==> config.mk <==
export PLATFORM = sky130hd
export DESIGN_NAME = periph_top
export DESIGN_NICKNAME = d
export VERILOG_FILES = /design/src/source/periph_pkg.sv /design/src/source/periph_top.sv /design/src/source/pwm_periph.sv /design/src/source/edge_counter_periph.sv /design/src/source/timer_periph.sv /design/src/source/gpio_ctrl.sv /design/src/source/periph_read_buffer.sv /design/src/source/periph_bus_decode.sv
export SDC_FILE = /design/constraint.sdc
export NUM_CORES = 1
export LEC_CHECK = 0
export ABC_AREA = 0
export BUFFER_PORTS_ARGS = -buffer_cell sky130_fd_sc_hd__buf_2
export CAP_MARGIN = 25
export CORE_ASPECT_RATIO = 1.25
export CORE_UTILIZATION = 55
export CTS_BUF_LIST = sky130_fd_sc_hd__clkbuf_8 sky130_fd_sc_hd__clkbuf_16
export DETAILED_ROUTE_END_ITERATION = 6
export PLACE_DENSITY = 0.76
export SETUP_SLACK_MARGIN = 0.1
export SLEW_MARGIN = 20
export SYNTH_ARGS = -nofsm -noshare
export SYNTH_HDL_FRONTEND = slang
export SYNTH_SLANG_ARGS = --single-unit
==> constraint.sdc <==
create_clock -name clk -period 4.5 [get_ports clk]
set_clock_uncertainty 0.15 [all_clocks]
set_input_delay 1.125 -clock clk [delete_from_list [all_inputs] [get_ports clk]]
set_output_delay 1.125 -clock clk [all_outputs]
set_load 0.02 [all_outputs]
==> src/source/periph_pkg.sv <==
package periph_pkg;

    // Bus geometry
    localparam int unsigned ADDR_W = 11;
    localparam int unsigned DATA_W = 32;

    // Access size code for no access
    localparam logic [1:0] SIZE_NONE = 2'b11;

    // Region codes in the top address bits
    localparam logic       REGION_FULL = 1'b0;
    localparam logic [1:0] REGION_BYTE = 2'b10;

    localparam int unsigned NUM_FULL_SLOTS = 16;
    localparam int unsigned NUM_BYTE_SLOTS = 16;

    localparam int unsigned SLOT_GPIO  = 1;   // Full slots
    localparam int unsigned SLOT_TIMER = 2;
    localparam int unsigned SLOT_EDGE  = 0;   // Byte slots
    localparam int unsigned SLOT_PWM   = 1;

    // GPIO register map
    localparam logic [5:0] GPIO_OFS_OUT       = 6'h00;
    localparam logic [5:0] GPIO_OFS_IN        = 6'h04;
    localparam logic [5:0] GPIO_OFS_AUDIO     = 6'h10;
    localparam logic [5:0] GPIO_OFS_FUNC_BASE = 6'h20;

    // Output pin sources
    localparam logic [2:0] FUNC_GPIO  = 3'd0;
    localparam logic [2:0] FUNC_TIMER = 3'd1;
    localparam logic [2:0] FUNC_EDGE  = 3'd2;
    localparam logic [2:0] FUNC_PWM   = 3'd3;

    localparam logic [2:0] AUDIO_SRC_PWM   = 3'd0;
    localparam logic [2:0] AUDIO_SRC_TIMER = 3'd1;

    // Timer register map
    localparam logic [5:0] TIMER_OFS_CTRL  = 6'h00;
    localparam logic [5:0] TIMER_OFS_CMP   = 6'h04;
    localparam logic [5:0] TIMER_OFS_COUNT = 6'h08;

    // Byte peripheral register maps
    localparam logic [3:0] EDGE_OFS_SEL   = 4'h0;
    localparam logic [3:0] EDGE_OFS_COUNT = 4'h1;
    localparam logic [3:0] PWM_OFS_DUTY   = 4'h0;
    localparam logic [7:0] PWM_TOP        = 8'd254;   // Last PWM counter value

    typedef struct packed {
        logic       region;
        logic [3:0] slot;
        logic [5:0] offset;
    } full_addr_t;

    typedef struct packed {
        logic [1:0] region;
        logic       unused;
        logic [3:0] slot;
        logic [3:0] offset;
    } byte_addr_t;

    // Same bus address seen as either region
    typedef union packed {
        full_addr_t full_view;
        byte_addr_t byte_view;
    } periph_addr_t;

endpackage
==> src/source/periph_top.sv <==
module periph_top
    import periph_pkg::*;
(
    input  logic              clk,
    input  logic              rst_n,
    input  logic [ADDR_W-1:0] i_addr,
    input  logic [DATA_W-1:0] i_data,
    input  logic [1:0]        i_write_n,
    input  logic [1:0]        i_read_n,
    input  logic              i_read_complete,
    input  logic [7:0]        i_ui_in,
    output logic [DATA_W-1:0] o_data,
    output logic              o_data_ready,
    output logic [7:0]        o_uo_out,
    output logic              o_audio,
    output logic              o_audio_select,
    output logic              o_irq
);

    logic [1:0]        gpio_write_n;
    logic [1:0]        gpio_read_n;
    logic [1:0]        timer_write_n;
    logic [1:0]        timer_read_n;
    logic              edge_write;
    logic              pwm_write;
    logic [DATA_W-1:0] gpio_data;
    logic              gpio_ready;
    logic [DATA_W-1:0] timer_data;
    logic              timer_ready;
    logic [7:0]        edge_data;
    logic [7:0]        pwm_data;
    logic [DATA_W-1:0] periph_data;
    logic              periph_ready;
    logic              data_busy;
    logic [7:0]        timer_pins;
    logic [7:0]        edge_pins;
    logic [7:0]        pwm_pins;

    periph_bus_decode u_decode (
        .i_addr          (i_addr),
        .i_write_n       (i_write_n),
        .i_read_n        (i_read_n),
        .i_data_busy     (data_busy),
        .i_gpio_data     (gpio_data),
        .i_gpio_ready    (gpio_ready),
        .i_timer_data    (timer_data),
        .i_timer_ready   (timer_ready),
        .i_edge_data     (edge_data),
        .i_pwm_data      (pwm_data),
        .o_gpio_write_n  (gpio_write_n),
        .o_gpio_read_n   (gpio_read_n),
        .o_timer_write_n (timer_write_n),
        .o_timer_read_n  (timer_read_n),
        .o_edge_write    (edge_write),
        .o_pwm_write     (pwm_write),
        .o_periph_data   (periph_data),
        .o_periph_ready  (periph_ready)
    );

    periph_read_buffer u_read_buffer (
        .clk             (clk),
        .rst_n           (rst_n),
        .i_periph_data   (periph_data),
        .i_periph_ready  (periph_ready),
        .i_read_n        (i_read_n),
        .i_write_n       (i_write_n),
        .i_read_complete (i_read_complete),
        .o_data          (o_data),
        .o_data_ready    (o_data_ready),
        .o_data_busy     (data_busy)
    );

    gpio_ctrl u_gpio (
        .clk            (clk),
        .rst_n          (rst_n),
        .i_offset       (i_addr[5:0]),
        .i_data         (i_data),
        .i_write_n      (gpio_write_n),
        .i_read_n       (gpio_read_n),
        .i_ui_in        (i_ui_in),
        .i_timer_pins   (timer_pins),
        .i_edge_pins    (edge_pins),
        .i_pwm_pins     (pwm_pins),
        .o_data         (gpio_data),
        .o_data_ready   (gpio_ready),
        .o_uo_out       (o_uo_out),
        .o_audio        (o_audio),
        .o_audio_select (o_audio_select)
    );

    timer_periph u_timer (
        .clk          (clk),
        .rst_n        (rst_n),
        .i_offset     (i_addr[5:0]),
        .i_data       (i_data),
        .i_write_n    (timer_write_n),
        .i_read_n     (timer_read_n),
        .o_data       (timer_data),
        .o_data_ready (timer_ready),
        .o_pins       (timer_pins),
        .o_irq        (o_irq)
    );

    edge_counter_periph u_edge (
        .clk      (clk),
        .rst_n    (rst_n),
        .i_offset (i_addr[3:0]),
        .i_data   (i_data[7:0]),
        .i_write  (edge_write),
        .i_ui_in  (i_ui_in),
        .o_data   (edge_data),
        .o_pins   (edge_pins)
    );

    pwm_periph u_pwm (
        .clk      (clk),
        .rst_n    (rst_n),
        .i_offset (i_addr[3:0]),
        .i_data   (i_data[7:0]),
        .i_write  (pwm_write),
        .o_data   (pwm_data),
        .o_pins   (pwm_pins)
    );

endmodule

==> src/source/pwm_periph.sv <==
module pwm_periph
    import periph_pkg::*;
(
    input  logic       clk,
    input  logic       rst_n,
    input  logic [3:0] i_offset,
    input  logic [7:0] i_data,
    input  logic       i_write,
    output logic [7:0] o_data,
    output logic [7:0] o_pins
);

    logic [7:0] duty;
    logic [7:0] counter;

    always_ff @(posedge clk) begin
        if (!rst_n) begin
            duty    <= '0;
            counter <= '0;
        end else begin
            // Period of 255 cycles so a duty of 255 stays high
            if (counter == PWM_TOP) begin
                counter <= '0;
            end else begin
                counter <= counter + 1'b1;
            end
            if (i_write && i_offset == PWM_OFS_DUTY) begin
                duty <= i_data;
            end
        end
    end

    assign o_data = (i_offset == PWM_OFS_DUTY) ? duty : 8'h00;
    assign o_pins = {7'h00, counter < duty};

endmodule

==> src/source/edge_counter_periph.sv <==
module edge_counter_periph
    import periph_pkg::*;
(
    input  logic       clk,
    input  logic       rst_n,
    input  logic [3:0] i_offset,
    input  logic [7:0] i_data,
    input  logic       i_write,
    input  logic [7:0] i_ui_in,
    output logic [7:0] o_data,
    output logic [7:0] o_pins
);

    logic [2:0] pin_sel;
    logic [7:0] count;
    logic       prev;
    logic       pulse;
    logic       rise;

    assign rise = i_ui_in[pin_sel] && !prev;

    always_ff @(posedge clk) begin
        if (!rst_n) begin
            pin_sel <= '0;
            count   <= '0;
            prev    <= 1'b0;
            pulse   <= 1'b0;
        end else begin
            prev  <= i_ui_in[pin_sel];
            pulse <= rise;
            if (rise) begin
                count <= count + 1'b1;
            end
            if (i_write && i_offset == EDGE_OFS_SEL) begin
                pin_sel <= i_data[2:0];
            end
            if (i_write && i_offset == EDGE_OFS_COUNT) begin
                count <= '0;              // Clear beats a same-cycle edge
            end
        end
    end

    assign o_data = (i_offset == EDGE_OFS_SEL)   ? {5'b0, pin_sel} :
                    (i_offset == EDGE_OFS_COUNT) ? count : 8'h00;

    assign o_pins = {7'h00, pulse};

endmodule

==> src/source/timer_periph.sv <==
module timer_periph
    import periph_pkg::*;
(
    input  logic              clk,
    input  logic              rst_n,
    input  logic [5:0]        i_offset,
    input  logic [DATA_W-1:0] i_data,
    input  logic [1:0]        i_write_n,
    input  logic [1:0]        i_read_n,
    output logic [DATA_W-1:0] o_data,
    output logic              o_data_ready,
    output logic [7:0]        o_pins,
    output logic              o_irq
);

    logic              enable;
    logic [DATA_W-1:0] compare;
    logic [DATA_W-1:0] count;
    logic              match_pin;
    logic              write_req;
    logic              read_req;
    logic              match;

    assign write_req = i_write_n != SIZE_NONE;
    assign read_req  = i_read_n != SIZE_NONE;
    assign match     = enable && (count == compare);

    always_ff @(posedge clk) begin
        if (!rst_n) begin
            enable       <= 1'b0;
            compare      <= '0;
            count        <= '0;
            match_pin    <= 1'b0;
            o_irq        <= 1'b0;
            o_data_ready <= 1'b0;
        end else begin
            if (enable) begin
                count <= count + 1'b1;
            end
            if (match) begin
                o_irq     <= 1'b1;        // Sticky until cleared
                match_pin <= ~match_pin;
            end
            // Bus writes take priority over the counter
            if (write_req) begin
                case (i_offset)
                    TIMER_OFS_CTRL: begin
                        enable <= i_data[0];
                        if (i_data[1]) begin
                            o_irq <= 1'b0;
                        end
                    end
                    TIMER_OFS_CMP:   compare <= i_data;
                    TIMER_OFS_COUNT: count   <= '0;
                    default: ;
                endcase
            end
            o_data_ready <= read_req;
        end
    end

    always_ff @(posedge clk) begin
        if (read_req) begin
            case (i_offset)
                TIMER_OFS_CTRL:  o_data <= DATA_W'({o_irq, enable});
                TIMER_OFS_CMP:   o_data <= compare;
                TIMER_OFS_COUNT: o_data <= count;
                default:         o_data <= '0;
            endcase
        end
    end

    assign o_pins = {match_pin, 7'h00};

endmodule

==> src/source/gpio_ctrl.sv <==
module gpio_ctrl
    import periph_pkg::*;
(
    input  logic              clk,
    input  logic              rst_n,
    input  logic [5:0]        i_offset,
    input  logic [DATA_W-1:0] i_data,
    input  logic [1:0]        i_write_n,
    input  logic [1:0]        i_read_n,
    input  logic [7:0]        i_ui_in,
    input  logic [7:0]        i_timer_pins,
    input  logic [7:0]        i_edge_pins,
    input  logic [7:0]        i_pwm_pins,
    output logic [DATA_W-1:0] o_data,
    output logic              o_data_ready,
    output logic [7:0]        o_uo_out,
    output logic              o_audio,
    output logic              o_audio_select
);

    logic [7:0] gpio_out;
    logic [3:0] audio_sel;        // Enable bit over source code
    logic [2:0] func_sel [8];
    logic       write_req;
    logic       func_hit;
    logic [2:0] func_idx;

    assign write_req = i_write_n != SIZE_NONE;

    // Function registers sit on word boundaries from the base
    assign func_hit = (i_offset & 6'h23) == GPIO_OFS_FUNC_BASE;
    assign func_idx = i_offset[4:2];

    always_ff @(posedge clk) begin
        if (!rst_n) begin
            gpio_out  <= '0;
            audio_sel <= '0;
            for (int i = 0; i < 8; i++) begin
                func_sel[i] <= FUNC_GPIO;
            end
        end else if (write_req) begin
            if (i_offset == GPIO_OFS_OUT) begin
                gpio_out <= i_data[7:0];
            end
            if (i_offset == GPIO_OFS_AUDIO) begin
                audio_sel <= i_data[3:0];
            end
            if (func_hit) begin
                func_sel[func_idx] <= i_data[2:0];
            end
        end
    end

    always_comb begin
        o_data = '0;
        if (i_offset == GPIO_OFS_OUT) begin
            o_data = DATA_W'(gpio_out);
        end else if (i_offset == GPIO_OFS_IN) begin
            o_data = DATA_W'(i_ui_in);
        end else if (i_offset == GPIO_OFS_AUDIO) begin
            o_data = DATA_W'(audio_sel);
        end else if (func_hit) begin
            o_data = DATA_W'(func_sel[func_idx]);
        end
    end

    assign o_data_ready = i_read_n != SIZE_NONE;   // Registers answer at once

    // Each pin takes the same bit from its selected source
    always_comb begin
        for (int i = 0; i < 8; i++) begin
            case (func_sel[i])
                FUNC_GPIO:  o_uo_out[i] = gpio_out[i];
                FUNC_TIMER: o_uo_out[i] = i_timer_pins[i];
                FUNC_EDGE:  o_uo_out[i] = i_edge_pins[i];
                FUNC_PWM:   o_uo_out[i] = i_pwm_pins[i];
                default:    o_uo_out[i] = 1'b0;
            endcase
        end
    end

    always_ff @(posedge clk) begin
        case (audio_sel[2:0])
            AUDIO_SRC_PWM:   o_audio <= i_pwm_pins[0];
            AUDIO_SRC_TIMER: o_audio <= i_timer_pins[7];
            default:         o_audio <= 1'b0;
        endcase
    end

    assign o_audio_select = audio_sel[3];

endmodule

==> src/source/periph_read_buffer.sv <==
module periph_read_buffer
    import periph_pkg::*;
(
    input  logic              clk,
    input  logic              rst_n,
    input  logic [DATA_W-1:0] i_periph_data,
    input  logic              i_periph_ready,
    input  logic [1:0]        i_read_n,
    input  logic [1:0]        i_write_n,
    input  logic              i_read_complete,
    output logic [DATA_W-1:0] o_data,
    output logic              o_data_ready,
    output logic              o_data_busy
);

    logic [DATA_W-1:0] data_r;
    logic              hold;
    logic              ready_r;
    logic              capture;

    // First ready cycle of a read while nothing is held
    assign capture = (i_read_n != SIZE_NONE) && i_periph_ready && !hold;

    always_ff @(posedge clk) begin
        if (!rst_n) begin
            hold    <= 1'b0;
            ready_r <= 1'b0;
        end else begin
            if (i_read_complete) begin
                hold <= 1'b0;
            end
            if (capture) begin
                hold <= 1'b1;
            end
            ready_r <= capture;   // Lines up with the registered data
        end
    end

    always_ff @(posedge clk) begin
        if (capture) begin
            data_r <= i_periph_data;
        end
    end

    assign o_data       = data_r;
    assign o_data_ready = ready_r || (i_write_n != SIZE_NONE);
    assign o_data_busy  = hold;

endmodule

==> src/source/periph_bus_decode.sv <==
module periph_bus_decode
    import periph_pkg::*;
(
    input  periph_addr_t      i_addr,
    input  logic [1:0]        i_write_n,
    input  logic [1:0]        i_read_n,
    input  logic              i_data_busy,
    input  logic [DATA_W-1:0] i_gpio_data,
    input  logic              i_gpio_ready,
    input  logic [DATA_W-1:0] i_timer_data,
    input  logic              i_timer_ready,
    input  logic [7:0]        i_edge_data,
    input  logic [7:0]        i_pwm_data,
    output logic [1:0]        o_gpio_write_n,
    output logic [1:0]        o_gpio_read_n,
    output logic [1:0]        o_timer_write_n,
    output logic [1:0]        o_timer_read_n,
    output logic              o_edge_write,
    output logic              o_pwm_write,
    output logic [DATA_W-1:0] o_periph_data,
    output logic              o_periph_ready
);

    logic                      is_byte;
    logic                      is_full;
    logic [NUM_FULL_SLOTS-1:0] full_sel;
    logic [NUM_BYTE_SLOTS-1:0] byte_sel;
    logic [1:0]                read_n_masked;
    logic                      write_req;

    assign is_byte = i_addr.byte_view.region == REGION_BYTE;
    assign is_full = !is_byte && (i_addr.full_view.region == REGION_FULL);

    // One-hot slot select, upper full slots stay unselected
    always_comb begin
        full_sel = '0;
        byte_sel = '0;
        if (is_byte) begin
            byte_sel[i_addr.byte_view.slot] = 1'b1;
        end else if (is_full) begin
            full_sel[i_addr.full_view.slot] = 1'b1;
        end
    end

    // No new read reaches a peripheral while a result is buffered
    assign read_n_masked = i_read_n | {2{i_data_busy}};
    assign write_req     = i_write_n != SIZE_NONE;

    assign o_gpio_write_n  = full_sel[SLOT_GPIO]  ? i_write_n     : SIZE_NONE;
    assign o_gpio_read_n   = full_sel[SLOT_GPIO]  ? read_n_masked : SIZE_NONE;
    assign o_timer_write_n = full_sel[SLOT_TIMER] ? i_write_n     : SIZE_NONE;
    assign o_timer_read_n  = full_sel[SLOT_TIMER] ? read_n_masked : SIZE_NONE;
    assign o_edge_write    = write_req && byte_sel[SLOT_EDGE];
    assign o_pwm_write     = write_req && byte_sel[SLOT_PWM];

    always_comb begin
        o_periph_data  = '0;      // Empty slots read zero
        o_periph_ready = 1'b1;
        if (full_sel[SLOT_GPIO]) begin
            o_periph_data  = i_gpio_data;
            o_periph_ready = i_gpio_ready;
        end else if (full_sel[SLOT_TIMER]) begin
            o_periph_data  = i_timer_data;
            o_periph_ready = i_timer_ready;
        end else if (byte_sel[SLOT_EDGE]) begin
            o_periph_data = {{(DATA_W-8){1'b0}}, i_edge_data};
        end else if (byte_sel[SLOT_PWM]) begin
            o_periph_data = {{(DATA_W-8){1'b0}}, i_pwm_data};
        end
    end

endmodule

Yosys cells after proc, flatten, opt, wreduce, memory -nomap -nowiden:

Memory sizes are Yosys's and may differ from the RTL's.
Index checks and enable logic that the tools add are counted.
Widths: inputs -> output; s select.

* register bits after elaboration: 176
* output and inout bits: 44
* latch bits: 0
* memories kept: 1
* RAM bits: 24
* logic and storage cells: 139
* memory bits (read-only): 0
* input bits: 58

* add/sub/neg operators: 3
* multiplexer cells: 53
* magnitude comparators: 6
* bitwise gates (word level): 4
* multiply operators: 0
* eq/ne operators: 18
* shift operators: 0
* reduce and logical (&&, ||, !) cells: 35
* div/mod/pow operators: 0

Memories
* u_gpio.func_sel: words 8, width 3, rd ports 9, clocked after Yosys merged registers in 0, wr ports 8, line gpio_ctrl.sv:23 `logic [2:0] func_sel [8];`

Operators by type and width (number)
* $mux 32: 9
* $pmux 32 s3: 1
* $add 32x1->32 const B: 1
* $eq 32x32->1: 1
* $mux 8: 4
* $logic_not 3->1: 9
* $mux 1: 23
* $add 8x1->8 const B: 2
* $mux 3: 5
* $logic_and 1x1->1: 12
* $ne 2x2->1 const B: 6
* $lt 4x5->1 const B: 2
* $mux 2: 5
* $demux 1 s4: 2
* $eq 8x8->1 const B: 1
* $ge 4x1->1 const B: 2
* $lt 8x8->1: 1
* $reduce_and 2->1: 4
* $eq 3x1->1 const B: 2
* $eq 3x2->1 const B: 2
* $eq 6x3->1 const B: 1
* $eq 6x4->1 const B: 1
* $eq 6x5->1 const B: 1
* $logic_not 6->1: 1
* 15 further kinds: 21

Logic depth before layout (Yosys ltp):

* depth in word-level cells: 13
* gate-level depth with buffers: 8
* depth with buffers taken out: 7

By module:

A second synthesis with hierarchy kept.

* cell total of the unflattened synthesis: 1039
* area, all modules: 10406.2 um^2

By module, submodules not included
* timer_periph: cells an instance 456, sequential area each 2322.2 um^2, instances 1, area each 4444.3 um^2
* gpio_ctrl: cells an instance 230, sequential area each 980.9 um^2, instances 1, area each 2346.0 um^2
* periph_read_buffer: cells an instance 40, sequential area each 1001.0 um^2, instances 1, area each 1044.8 um^2
* pwm_periph: cells an instance 117, sequential area each 320.3 um^2, instances 1, area each 975.9 um^2
* edge_counter_periph: cells an instance 98, sequential area each 260.2 um^2, instances 1, area each 842.1 um^2
* periph_bus_decode: cells an instance 98, sequential area each 0.0 um^2, instances 1, area each 753.2 um^2

Worst setup path after synthesis:

OpenSTA, ideal clock, no wires.

* kind: in2reg
* start: input i_addr[10]
* end: register u_timer.o_data[0], enable pin
* path buffers: 1
* data required time: 3958 ps
* slack: 1007 ps
* data arrival time: 2951 ps
* stages: 4
* path through: or3_4 nor3b_2 clkbuf_1 and2_1

* word-level cells in the longest chain between the ends: 7

Ends and longest elaborated chain
* start, declared: line periph_top.sv:6 `input logic [ADDR_W-1:0] i_addr,`
* $eq 2x2->1: line periph_bus_decode.sv:31 `assign is_byte = i_addr.byte_view.region == REGION_BYTE;`
* $logic_not 1->1: line periph_bus_decode.sv:32 `assign is_full = !is_byte && (i_addr.full_view.region == REGION_FULL);`
* $logic_and 1x1->1: line periph_bus_decode.sv:32
* $mux 3: line periph_bus_decode.sv:40 `end else if (is_full) begin`
* $mux 3 *: line periph_bus_decode.sv:38 `if (is_byte) begin`
* $mux 2 *: line periph_bus_decode.sv:52 `assign o_timer_read_n = full_sel[SLOT_TIMER] ? read_n_masked : SIZE_NONE;`
* $ne 2x2->1 *: line timer_periph.sv:25 `assign read_req = i_read_n != SIZE_NONE;`
* net u_timer.read_req: line timer_periph.sv:21 `logic read_req;`
* end signal, assigned: line timer_periph.sv:65 `TIMER_OFS_CTRL: o_data <= DATA_W'({o_irq, enable});`
* end signal, assigned: line timer_periph.sv:66 `TIMER_OFS_CMP: o_data <= compare;`
* end signal, assigned: line timer_periph.sv:67 `TIMER_OFS_COUNT: o_data <= count;`
* end, declared: line timer_periph.sv:10 `output logic [DATA_W-1:0] o_data,`

Mark *: on every way through the listed nets, which the timed path passes. The rest lies on a longest branch.
A chain may end at the register's enable or synchronous reset.

Worst setup path in the final report:

* start: register u_pwm.duty[2]
* end: output o_uo_out[0]

* word-level cells in the longest chain between the ends: 2

Ends and longest elaborated chain
* start, declared: line pwm_periph.sv:13 `logic [7:0] duty;`
* start signal, assigned: line pwm_periph.sv:28 `duty <= i_data;`
* $lt 8x8->1: line pwm_periph.sv:34 `assign o_pins = {7'h00, counter < duty};`
* $pmux 1 s3: line gpio_ctrl.sv:72 `case (func_sel[i])`
* end, declared: line periph_top.sv:14 `output logic [7:0] o_uo_out,`

Every way passes these cells.

==> summary.md <==
| Metric | Value |
|---|---|
| Status | completed |
| Netlist cell types | 63 |
| Wire length of the first global-routing pass | 34020 µm |
| Final ANT Viol Nets | 0 |
| CTS Buffer Depth | 2 |
| Post-DP Area | 0.009897 mm² |
| Pre-Repair DR Iteration Count | 5 |
| Post-place setup slack | 1.048 ns |
| Min Tclk post-route | 3.442 ns |
| #FFs+latches synth | 200 |
| Post-CTS setup buffers | 0 |
| Congestion Overflow GR | 0 |
| Mapped Avg Cell Area | 10.32 µm² |
| Placer Congestion | 0.9036 |
| Chip Height | 147.1 µm |
| Area grow syn2layout | 13.42% |
| Fin area | 0.01051 mm² |
| DP Wirelength | 15300 µm |
| Hold Crit Class | flip-flop to flip-flop |
| Fmax achieved | 290.5 MHz |
| Synth warn | 0 |
| Routed WL | 21470 µm |
| DR iter-0 viols | 768 |
| Standby leakage power | 4.134 nW |
| Via count | 7057 |
| WP data arrival | 2.17 ns |
| Initial Util | 0.5674 |
| Crit path kind | flip-flop to primary output |
| Worst-margin pin slew | 0.6606 ns |
| Worst hold slack | 0.3228 ns |
| Placed insts | 1177 |
| Drt drc | 0 |
| Synth async-reset ratio | 0 |
| Rows | 52 |
| TritonCTS buffer count | 17 |
| Gr usage total | 0.2554 |
| CTS tree | built |
| Die X | 118.1 µm |
| Synthesized area | 0.009266 mm² |
| Endpoints failing hold | 0 |
| Number of flops mapped to enable cells by yosys | 88 |
| Period utilization | 0.7649 |
| Layout Nets | 1049 |
| Seq/Total Area, Yosys | 0.5271 |
| Most common cell after layout, fill and taps aside | dfxtp_1 |
| Slew HR | 0.5550 |
| Clock transition at the registers of the reported paths | 0.07 ns |
| Main synth FF type | dfxtp_1 |
| Clock sinks | 200 |
| Post-Layout Cell Count | 1209 |
| Synthesized instance count | 898 |
| Via density | 5.837 |
| Crit path max fanout | 3 |
| CP required | 3.22 ns |
| Setup slack after layout | 1.058 ns |
| Fill cells | 1296 |
| Die area | 0.01737 mm² |
| Peak supply drop | 0.0002742 V |
| Critical Path Sink Type | primary output |
| Startpoint types | flip-flop |
| Most frequent cells in the layout | dfxtp_1 (112), nand2_1 (104), buf_2 (102), edfxtp_1 (88), nor2_1 (72) |
| DR WL/cell | 17.76 µm |
| PwrDens | 354.0 mW/mm² |
| Multi-input gate area | 0.004070 mm² |
| Hold buffers post-CTS | 0 |
| Maxcap violations | 0 |
| Worst skew pair latency | 0.44 ns |
| Unrepaired setup endpoints after global routing | false |
| Antenna diodes | 0 |
| Antenna violations before repair | 0 |
| Mapped Nets | 967 |
| Sum of negative setup slack | 0 ns |
| Reg area | 0.004885 mm² |
| Depth of the CTS H-tree | 4 |
| Post-CTS sizing | 0 |
| # IOs | 102 |
| Final Max Tran Viols | 0 |
| Core area | 0.01633 mm² |
| Count of input and output buffers | 101 |
| Clock root buffer | clkbuf_16 |
| Share of cells above drive strength 1 | 0.1833 |
| Final setup fails | 0 |
| Vias in the first global route | 6517 |
| Largest net degree at the start of global routing | 36 |
final timing paths:
| path | start | slack [ns] | end | cells after the start |
|---|---|---|---|---|
| setup / recovery | u_pwm.duty[2] | 1.06 | o_uo_out[0] | 8 |
| hold reg to reg | u_gpio.audio_sel[2] | 0.32 | u_gpio.o_audio | 1 |
| hold / removal | u_gpio.audio_sel[2] | 0.32 | u_gpio.o_audio | 1 |
| setup reg to reg | u_timer.count[4] | 2.16 | u_timer.count[31] | 5 |
report_power, final:
group / internal [mW] / switching, mW / leakage [nW]
combinational: 0.0733 / 0.143 / 2.04
sequential: 1.93 / 0.0226 / 1.80
clock: 0.814 / 0.734 / 0.301
total: 2.82 / 0.900 / 4.13
layout make-up:
| cell class | count | share of cell area |
|---|---|---|
| repair buffers | 113 | 0.05643 |
| multi-input cells | 627 | 0.3873 |
| inverters | 21 | 0.007500 |
| well taps | 216 | 0.02571 |
| flip-flops and latches | 200 | 0.4648 |
| clock buffers | 18 | 0.04179 |
| clock inverters | 14 | 0.01655 |
cells by family after synthesis:
logic type / after synthesis / share of synthesized area
compound gates: 145 / 0.1019
xor+xnor: 62 / 0.05941
fa+ha+maj: 11 / 0.01485
buf+inv: 71 / 0.03456
flops: 200 / 0.5271
mux: 39 / 0.05387
simple gates: 370 / 0.2082
Yosys cell counts, types with 6 or more instances:
library cell,count,share of area
dfxtp_1,112,0.24
nand2_1,104,0.042
edfxtp_1,88,0.29
nor2_1,72,0.029
a21oi_1,69,0.037
and2_1,45,0.030
xor2_1,44,0.042
nand3_1,36,0.019
a22o_1,29,0.027
clkbuf_1,26,0.011
mux2i_1,26,0.028
inv_1,19,0.0077
and3_1,18,0.012
nor3_1,18,0.0097
xnor2_1,17,0.016
buf_2,16,0.0086
o21ai_0,14,0.0076
nand4_1,13,0.0088
ha_1,11,0.015
nand2b_1,11,0.0074
nor4_1,10,0.0068
mux4_2,8,0.019
nor4b_1,8,0.0076
a221oi_1,6,0.0057
a22oi_1,6,0.0049
buf_4,6,0.0049
state kept, by name, summed over array words and instances, names as in the netlist:
signal / flops
u_read_buffer.o_data: 32
u_timer.compare: 32
u_timer.count: 32
u_timer.o_data: 32
u_gpio.func_sel: 24
u_edge.count: 8
u_gpio.gpio_out: 8
u_pwm.counter: 8
u_pwm.duty: 8
u_gpio.audio_sel: 4
u_edge.pin_sel: 3
u_edge.prev: 1
u_edge.pulse: 1
u_gpio.o_audio: 1
u_read_buffer.o_data_busy: 1
u_read_buffer.ready_r: 1
u_timer.enable: 1
u_timer.match_pin: 1
u_timer.o_data_ready: 1
u_timer.o_irq: 1
critical path, stage by stage (launching register included):
cell      delay [ns]
dfxtp_1         0.36
inv_1           0.06
ha_1            0.29
a21oi_1         0.14
o21ai_0         0.09
a41oi_1         0.30
o211ai_1        0.15
a21oi_1         0.15
buf_2           0.18
per-layer routing:
metal	up-vias	routed length, µm	global-route usage
li1	3380	-	-
met1	3369	9183	0.3351
met2	261	10300	0.4135
met3	47	1436	0.05745
met4	0	556	0.09487
met5	-	0	0
per-stage QoR:
stage	power (mW)	utilization
floorplan	2.118	-
finish	3.721	0.6436
global route	3.831	0.6436
detailed placement	2.212	0.6060
global placement	2.210	0.6057
CTS	3.739	0.6436
Power figures use the tool's default switching activity.
